$ cat src/source/cf_pkg.sv
// ====================
// Control-flow checker shared widths, ISA codes and instruction word views
// ====================
`default_nettype none

package cf_pkg;

   // ====================
   // Widths and latency
   localparam int instr_width  = 32;
   localparam int xlen         = 32;
   localparam int size_width   = 4;                   // Length in bytes, up to 8
   localparam int result_delay = 2;
   localparam int result_width = 1 + xlen + size_width + 2; // valid, pc, size, two flags

   // ====================
   // RV32 encodings
   localparam logic [6:0] opc_branch = 7'b1100011;
   localparam logic [6:0] opc_jal    = 7'b1101111;
   localparam logic [6:0] opc_jalr   = 7'b1100111;
   localparam logic [6:0] opc_system = 7'b1110011;

   localparam logic [2:0] f3_beq  = 3'b000;
   localparam logic [2:0] f3_bne  = 3'b001;
   localparam logic [2:0] f3_blt  = 3'b100;
   localparam logic [2:0] f3_bge  = 3'b101;
   localparam logic [2:0] f3_bltu = 3'b110;
   localparam logic [2:0] f3_bgeu = 3'b111;

   localparam logic [11:0] f12_ecall  = 12'h000;
   localparam logic [11:0] f12_ebreak = 12'h001;

   localparam logic [xlen-1:0] ecall_target  = 32'h0000_0800; // Trap vectors
   localparam logic [xlen-1:0] ebreak_target = 32'h0000_0c00;

   // ====================
   // Compressed encodings
   localparam logic [1:0] rvc_op_c1 = 2'b01;
   localparam logic [1:0] rvc_op_c2 = 2'b10;

   localparam logic [2:0] rvc_f3_cj    = 3'b101;
   localparam logic [2:0] rvc_f3_cjal  = 3'b001;
   localparam logic [2:0] rvc_f3_cbeqz = 3'b110;
   localparam logic [2:0] rvc_f3_cbnez = 3'b111;

   localparam logic [3:0] rvc_f4_cjr   = 4'b1000;
   localparam logic [3:0] rvc_f4_cjalr = 4'b1001;

   typedef struct packed {
      logic [6:0] funct7;                             // Upper half of funct12
      logic [4:0] rs2;
      logic [4:0] rs1;
      logic [2:0] funct3;
      logic [4:0] rd;
      logic [6:0] opcode;
   } rv32_view_t;

   typedef struct packed {
      logic [15:0] upper;                             // Next parcel, not part of a 16-bit op
      logic [2:0]  funct3;
      logic        funct4_lsb;                        // funct4 is {funct3, funct4_lsb}
      logic [4:0]  rs1;
      logic [4:0]  rs2;
      logic [1:0]  quadrant;
   } rvc_view_t;

   typedef union packed {
      rv32_view_t rv32;
      rvc_view_t  rvc;
   } instr_word_u;

endpackage

`default_nettype wire
$ cat src/source/cf_target_if.sv
// ====================
// Candidate next-PC values returned to control
// ====================
`timescale 1ns/1ps
`default_nettype none

interface cf_target_if;

   logic [cf_pkg::xlen-1:0] jal_target;
   logic [cf_pkg::xlen-1:0] jalr_target;     // Bit 0 already cleared
   logic [cf_pkg::xlen-1:0] branch_target;
   logic [cf_pkg::xlen-1:0] seq_pc;          // Fall-through address

   modport source (
      output jal_target, jalr_target, branch_target, seq_pc
   );

   modport sink (
      input jal_target, jalr_target, branch_target, seq_pc
   );

endinterface

`default_nettype wire

$ cat src/source/cf_op_if.sv
// ====================
// Registered instruction entry from control to the datapath units
// ====================
`timescale 1ns/1ps
`default_nettype none

interface cf_op_if;

   cf_pkg::instr_word_u             word;
   logic [cf_pkg::xlen-1:0]         pc;
   logic [cf_pkg::xlen-1:0]         rs1_value;
   logic [cf_pkg::xlen-1:0]         rs2_value;
   logic [cf_pkg::size_width-1:0]   size;         // Decoded length in bytes

   modport source (
      output word, pc, rs1_value, rs2_value, size
   );

   modport sink (
      input word, pc, rs1_value, rs2_value, size
   );

endinterface

`default_nettype wire

$ cat src/source/cf_ctrl.sv
// ====================
// Checker control: registers the entry, decodes class and length,
// picks the correct next PC and forms the flags
// ====================
`timescale 1ns/1ps
`default_nettype none

module cf_ctrl (
   input  wire                               clk,
   input  wire                               reset_,
   input  wire                               instr_valid,
   input  wire  [cf_pkg::instr_width-1:0]    instr,
   input  wire  [cf_pkg::xlen-1:0]           pc,
   input  wire  [cf_pkg::xlen-1:0]           rs1_value,
   input  wire  [cf_pkg::xlen-1:0]           rs2_value,
   cf_op_if.source                           op,
   cf_target_if.sink                         tgt,
   input  wire                               branch_taken,
   output logic [cf_pkg::result_width-1:0]   result
);

   logic                            entry_valid;
   cf_pkg::instr_word_u             entry_word;
   logic [cf_pkg::xlen-1:0]         entry_pc;
   logic [cf_pkg::xlen-1:0]         entry_rs1;
   logic [cf_pkg::xlen-1:0]         entry_rs2;
   logic [cf_pkg::size_width-1:0]   entry_size;
   logic [11:0]                     funct12;
   logic [3:0]                      rvc_funct4;
   logic                            is_rvc;
   logic                            rv32_branch, rv32_jal, rv32_jalr;
   logic                            rvc_branch, rvc_jal, rvc_jalr;
   logic                            is_ecall, is_ebreak;
   logic                            is_cf, expects_kill;
   logic [cf_pkg::xlen-1:0]         next_pc;

   // ====================
   // Entry register
   always_ff @(posedge clk) begin
      if (!reset_)
         entry_valid <= 1'b0;
      else
         entry_valid <= instr_valid;
   end

   always_ff @(posedge clk) begin
      if (instr_valid) begin                  // Payload only, no reset
         entry_word <= instr;
         entry_pc   <= pc;
         entry_rs1  <= rs1_value;
         entry_rs2  <= rs2_value;
      end
   end

   always_comb begin
      casez (entry_word.rv32.opcode)
         7'b?????00, 7'b?????01, 7'b?????10: entry_size = 4'd2;
         7'b????011, 7'b???0?11, 7'b??0??11: entry_size = 4'd4;
         7'b?011111:                         entry_size = 4'd6;
         7'b0111111:                         entry_size = 4'd8;
         default:                            entry_size = 4'd0;  // Reserved long forms
      endcase
   end

   assign op.word      = entry_word;
   assign op.pc        = entry_pc;
   assign op.rs1_value = entry_rs1;
   assign op.rs2_value = entry_rs2;
   assign op.size      = entry_size;

   // ====================
   // Classification
   assign is_rvc     = (entry_word.rvc.quadrant != 2'b11);
   assign funct12    = {entry_word.rv32.funct7, entry_word.rv32.rs2};
   assign rvc_funct4 = {entry_word.rvc.funct3, entry_word.rvc.funct4_lsb};

   assign rv32_branch = !is_rvc && (entry_word.rv32.opcode == cf_pkg::opc_branch);
   assign rv32_jal    = !is_rvc && (entry_word.rv32.opcode == cf_pkg::opc_jal);
   assign rv32_jalr   = !is_rvc && (entry_word.rv32.opcode == cf_pkg::opc_jalr);
   assign is_ecall    = !is_rvc && (entry_word.rv32.opcode == cf_pkg::opc_system) &&
                        (funct12 == cf_pkg::f12_ecall);
   assign is_ebreak   = !is_rvc && (entry_word.rv32.opcode == cf_pkg::opc_system) &&
                        (funct12 == cf_pkg::f12_ebreak);

   assign rvc_branch = is_rvc && (entry_word.rvc.quadrant == cf_pkg::rvc_op_c1) &&
                       ((entry_word.rvc.funct3 == cf_pkg::rvc_f3_cbeqz) ||
                        (entry_word.rvc.funct3 == cf_pkg::rvc_f3_cbnez));
   assign rvc_jal    = is_rvc && (entry_word.rvc.quadrant == cf_pkg::rvc_op_c1) &&
                       ((entry_word.rvc.funct3 == cf_pkg::rvc_f3_cj) ||
                        (entry_word.rvc.funct3 == cf_pkg::rvc_f3_cjal));
   assign rvc_jalr   = is_rvc && (entry_word.rvc.quadrant == cf_pkg::rvc_op_c2) &&
                       (entry_word.rvc.rs1 != 5'd0) && (entry_word.rvc.rs2 == 5'd0) &&
                       ((rvc_funct4 == cf_pkg::rvc_f4_cjr) ||
                        (rvc_funct4 == cf_pkg::rvc_f4_cjalr));

   // ====================
   // Next PC and flags
   always_comb begin
      if (is_rvc)
         next_pc = tgt.seq_pc;                // Compressed targets not computed
      else if (rv32_jal)
         next_pc = tgt.jal_target;
      else if (rv32_jalr)
         next_pc = tgt.jalr_target;
      else if (rv32_branch)
         next_pc = branch_taken ? tgt.branch_target : tgt.seq_pc;
      else if (is_ecall)
         next_pc = cf_pkg::ecall_target;
      else if (is_ebreak)
         next_pc = cf_pkg::ebreak_target;
      else
         next_pc = tgt.seq_pc;
   end

   assign is_cf        = entry_valid && (rv32_branch || rv32_jal || rv32_jalr ||
                                         rvc_branch || rvc_jal || rvc_jalr);
   assign expects_kill = entry_valid && (rv32_jal || rv32_jalr || rvc_jal || rvc_jalr ||
                                         (rv32_branch && branch_taken) ||
                                         is_ecall || is_ebreak);

   assign result = {entry_valid, next_pc, entry_size, is_cf, expects_kill};

   // 32-bit op must never leave an odd next PC, whatever unit produced it
   a_next_pc_aligned : assert property (@(posedge clk) disable iff (!reset_)
      (entry_valid && !is_rvc && (entry_size == 4'd4)) |-> !next_pc[0]);

endmodule

`default_nettype wire

$ cat src/source/result_delay.sv
// ====================
// Fixed-latency delay line for the result word, cleared on reset
// ====================
`timescale 1ns/1ps
`default_nettype none

module result_delay #(
   parameter int delay_amount = 1,              // Must be at least 1
   parameter int width        = 1
) (
   input  wire                clk,
   input  wire                reset_,
   input  wire  [width-1:0]   in_word,
   output logic [width-1:0]   out_word
);

   logic [delay_amount-1:0][width-1:0] stage;

   always_ff @(posedge clk) begin
      if (!reset_) begin
         stage <= '0;                           // Drains valid and flags
      end else begin
         stage[0] <= in_word;
         for (int i = 1; i < delay_amount; i++) begin
            stage[i] <= stage[i-1];
         end
      end
   end

   assign out_word = stage[delay_amount-1];

   // Msb carries the valid flag
   a_valid_latency : assert property (@(posedge clk) disable iff (!reset_)
      in_word[width-1] |-> ##delay_amount out_word[width-1]);

endmodule

`default_nettype wire

$ cat src/flat_wrapper.sv
// flat-port wrapper written by rule: the top's interface ports become plain ports
module cf_ctrl_flat 
  (clk, reset_, instr_valid, instr, pc, rs1_value, rs2_value, branch_taken, result, op_word, op_pc, op_rs1_value, op_rs2_value, op_size, tgt_jal_target, tgt_jalr_target, tgt_branch_target, tgt_seq_pc);
  cf_op_if op_i ();
  cf_target_if tgt_i ();
  input  wire clk;
  input  wire reset_;
  input  wire instr_valid;
  input  wire  [cf_pkg::instr_width-1:0] instr;
  input  wire  [cf_pkg::xlen-1:0] pc;
  input  wire  [cf_pkg::xlen-1:0] rs1_value;
  input  wire  [cf_pkg::xlen-1:0] rs2_value;
  input  wire branch_taken;
  output logic [cf_pkg::result_width-1:0] result;
  output wire logic [$bits(op_i.word)-1:0] op_word;
  output wire logic [$bits(op_i.pc)-1:0] op_pc;
  output wire logic [$bits(op_i.rs1_value)-1:0] op_rs1_value;
  output wire logic [$bits(op_i.rs2_value)-1:0] op_rs2_value;
  output wire logic [$bits(op_i.size)-1:0] op_size;
  input wire logic [$bits(tgt_i.jal_target)-1:0] tgt_jal_target;
  input wire logic [$bits(tgt_i.jalr_target)-1:0] tgt_jalr_target;
  input wire logic [$bits(tgt_i.branch_target)-1:0] tgt_branch_target;
  input wire logic [$bits(tgt_i.seq_pc)-1:0] tgt_seq_pc;
  assign op_word = op_i.word;
  assign op_pc = op_i.pc;
  assign op_rs1_value = op_i.rs1_value;
  assign op_rs2_value = op_i.rs2_value;
  assign op_size = op_i.size;
  assign tgt_i.jal_target = tgt_jal_target;
  assign tgt_i.jalr_target = tgt_jalr_target;
  assign tgt_i.branch_target = tgt_branch_target;
  assign tgt_i.seq_pc = tgt_seq_pc;
  cf_ctrl u_core (.clk(clk), .reset_(reset_), .instr_valid(instr_valid), .instr(instr), .pc(pc), .rs1_value(rs1_value), .rs2_value(rs2_value), .op(op_i), .tgt(tgt_i), .branch_taken(branch_taken), .result(result));
endmodule
$ cat config.mk
export PLATFORM = sky130hd
export DESIGN_NAME = cf_ctrl_flat
export DESIGN_NICKNAME = d
export VERILOG_FILES = /design/src/source/cf_pkg.sv /design/src/source/cf_target_if.sv /design/src/source/cf_op_if.sv /design/src/source/cf_ctrl.sv /design/src/source/result_delay.sv /design/src/flat_wrapper.sv
export SDC_FILE = /design/constraint.sdc
export NUM_CORES = 1
export LEC_CHECK = 0
export BUFFER_PORTS_ARGS = -buffer_cell sky130_fd_sc_hd__buf_4
export CAP_MARGIN = 20
export CORE_AREA = 2 2 166 168
export DETAILED_ROUTE_END_ITERATION = 10
export DIE_AREA = 0 0 168 170
export SYNTH_ARGS = -nofsm -noshare
export SYNTH_HDL_FRONTEND = slang
export SYNTH_SLANG_ARGS = --single-unit
$ cat constraint.sdc
create_clock -name clk -period 5.2 [get_ports clk]
set_input_delay 1.3 -clock clk [delete_from_list [all_inputs] [get_ports clk]]
set_output_delay 1.3 -clock clk [all_outputs]
set_load 0.01 [all_outputs]
==> impl_metrics.env <==
export IMPL_status="completed"
export IMPL_p_leak_nw=4.15
export IMPL_die_area_um2=28600
export IMPL_syn_area_um2=5240
export IMPL_path_class="reg2out"
export IMPL_fp_row_count=60
export IMPL_setup_viol_count_final=0
export IMPL_path_clk_slew_ns=0.06
export IMPL_synth_ff_type="edfxtp_1"
export IMPL_overflow=0
export IMPL_wl_met1_mm=7.33
export IMPL_grt_use_total=0.143
export IMPL_cts_tree="yes"
export IMPL_worstSetupStartpointType="flop"
export IMPL_wire_per_inst_um=19.5
export IMPL_yosys_warnings=0
export IMPL_via_count=4584
export IMPL_ys_seq_area_frac=0.738
export IMPL_ioPinCount=431
export IMPL_fin_area_um2=9370
export IMPL_initial_core_util=0.196
export IMPL_async_flop_share=0
export IMPL_ys_seq_elements=129
export IMPL_tns_ns=0
export IMPL_rsz0062_at_grt="false"
export IMPL_slew_violations=0
export IMPL_cts_resized=0
export IMPL_worstSetupPathDepth=5
export IMPL_post_route_period_util=0.845
export IMPL_antenna_found_initial=1
export IMPL_fp_dieH_um=170
export IMPL_critPathLaunch="u_core.op.word[28]"
export IMPL_fillers=2637
export IMPL_cts_root_buffer="clkbuf_16"
export IMPL_cp_top_family="simple AND/OR/NAND/NOR gates"
export IMPL_dpl_cell_area_um2=8740
export IMPL_hold_start="rs2_value[22]"
export IMPL_vias_per_cell=4.19
export IMPL_required_ns=3.90
export IMPL_ant_nets=0
export IMPL_slowest_delay_ns=0.83
export IMPL_dp_hpwl_mm=17.3
export IMPL_wl_met2_mm=11.5
export IMPL_synth_compound_area_frac=0.102
export IMPL_yosysUniqueCellTypes=51
export IMPL_pre_cts_slack_ns=0.982
export IMPL_max_freq_mhz=228
export IMPL_numCtsBuffers=17
export IMPL_synth_area_mux_share=0.0595
export IMPL_hold_buffers=0
export IMPL_synth_edf_count=128
export IMPL_gp_congestion=0.790
export IMPL_drv_cap=0
export IMPL_synthSimpleGateAreaFrac=0.0664
export IMPL_area_growth_pct=79.1
export IMPL_synthAdderAreaFrac=0
export IMPL_grt_max_degree=86
export IMPL_crit_path_end="result[22]"
export IMPL_drt_initial_drc_count=215
export IMPL_drive_gt1_frac=0.628
export IMPL_synth_top_family_by_area="compound AO/OA/AOI/OAI gates"
export IMPL_finalHoldViolations=0
export IMPL_cp_max_fo=17
export IMPL_post_route_util=0.352
export IMPL_synth_avg_cell_area_um2=16.8
export IMPL_maxUsedRoutingLayer="met4"
export IMPL_slew_limit_headroom=0.356
export IMPL_port_buffers=428
export IMPL_ctsHtreeMaxLevel=4
export IMPL_crit_path_cell_trace="nor4_1, nand3_1, nor2_2, o22ai_1, buf_4"
export IMPL_nNetsFinal=1000
export IMPL_wl_mm=21.3
export IMPL_core_um2=26700
export IMPL_ir_drop_mv=0.217
export IMPL_critPathSlowestCell="nor4_1"
export IMPL_wl_met3_mm=2.16
export IMPL_min_period_ns=4.39
export IMPL_cp_arrival_ns=3.09
export IMPL_min_path_type="in2reg"
export IMPL_grt_pass1_wl_mm=29.8
export IMPL_cts_setup_buffers=0
export IMPL_dr_pass1_iters=4
export IMPL_fin_ws_ns=0.807
export IMPL_endpoint_kind="output port"
export IMPL_clock_path_buffers=2
export IMPL_synth_xor_area_frac=0
export IMPL_worst_slew_pin_slew_ns=0.957
export IMPL_cts_sink_count=129
export IMPL_grt_pass1_vias=4882
export IMPL_power_density_nw_per_um2=317
export IMPL_cp_num_buf_inv=1
export IMPL_fp_dieW_um=168
export IMPL_drcViolationCount=0
export IMPL_syn_inst=312
## where the power goes
group	switching [mW]	internal, mW
Sequential	0.0389	1.24
Combinational	0.195	0.278
Clock	0.466	0.761
## synthesized netlist by cell type, types with 2 or more instances
cell	instances	area, µm²
and2_1	3	18.8
nand2_1	6	22.5
o31a_1	2	17.5
o21ai_0	6	30.0
a221o_1	13	130
a41oi_1	2	17.5
buf_4	11	82.6
nor4b_2	2	30.0
buf_6	3	33.8
nor2b_1	2	12.5
a22oi_1	17	128
buf_2	6	30.0
edfxtp_1	128	3840
nand2b_1	3	18.8
nor4_1	2	12.5
mux2i_1	30	300
nand3_1	4	20.0
o22ai_1	15	93.8
and4_1	3	26.3
and3_1	5	31.3
clkbuf_1	2	7.51
nor2_1	18	67.6
## through the flow
stage | hold slack (ns) | cells | power, mW
finish | 1.07 | 1094 | 2.98
global route | 1.04 | 1094 | 3.10
CTS | 1.04 | 1092 | 3.03
detailed placement | 1.48 | 1061 | 1.78
global placement | 1.48 | 1061 | 1.77
floorplan | 1.40 | 313 | 1.42
## flip-flops by register name, indices dropped and copies added, names as in the netlist
signal               cells
u_core.entry_valid       1
u_core.op.pc            32
u_core.op.rs1_value     32
u_core.op.rs2_value     32
u_core.op.word          32
## cell type report
cell class	instances	area (µm²)	area share
Antenna cell	1	2.50	0.000267
Clock buffer	17	425	0.0454
Clock inverter	14	181	0.0194
Inverter	1	3.75	0.000400
Multi-Input combinational cell	160	1200	0.128
Sequential cell	129	3860	0.412
Tap cell	341	427	0.0455
Timing Repair Buffer	431	3270	0.349
## worst min path at each step
stage | endpoint | cells past startpoint
3_3_place_gp | u_core.op.rs2_value[18] | 1
2_1_floorplan | u_core.op.pc[0] | 0
5_1_grt | u_core.op.rs2_value[22] | 1
6_report | u_core.op.rs2_value[22] | 1
3_5_place_dp | u_core.op.word[15] | 1
4_1_cts | u_core.op.rs1_value[22] | 1
## layout by cell type (no fill, tap or decap), types with 2 or more instances in the layout
cell type,count
conb_1,2
buf_4,429
nor4b_2,2
nor2_1,18
and2_1,3
o21ai_0,6
bufinv_16,3
edfxtp_1,128
a221o_1,13
clkbuf_16,17
inv_6,4
o31a_1,2
o22ai_1,15
and3_1,5
a22oi_1,17
nor4_1,2
mux2i_1,30
nand2_1,6
a41oi_1,2
and4_1,3
clkinvlp_4,3
nand2b_1,3
nor2b_1,2
nand3_1,4
clkinv_4,2
## cells by family after synthesis
group / after synthesis
buffers and inverters: 24
AND/OR/NAND/NOR: 60
AO/OA/AOI/OAI: 67
other: 1
multiplexers: 31
flip-flops: 129
## per-layer routing
| layer | vias up | global-route usage |
|---|---|---|
| met1 | 2181 | 0.142 |
| met3 | 16 | 0.0579 |
| li1 | 2114 | - |
| met4 | 0 | 0.0484 |
| met2 | 273 | 0.268 |
| met5 | - | 0 |
Note: power is estimated with default switching activity, not from simulation.
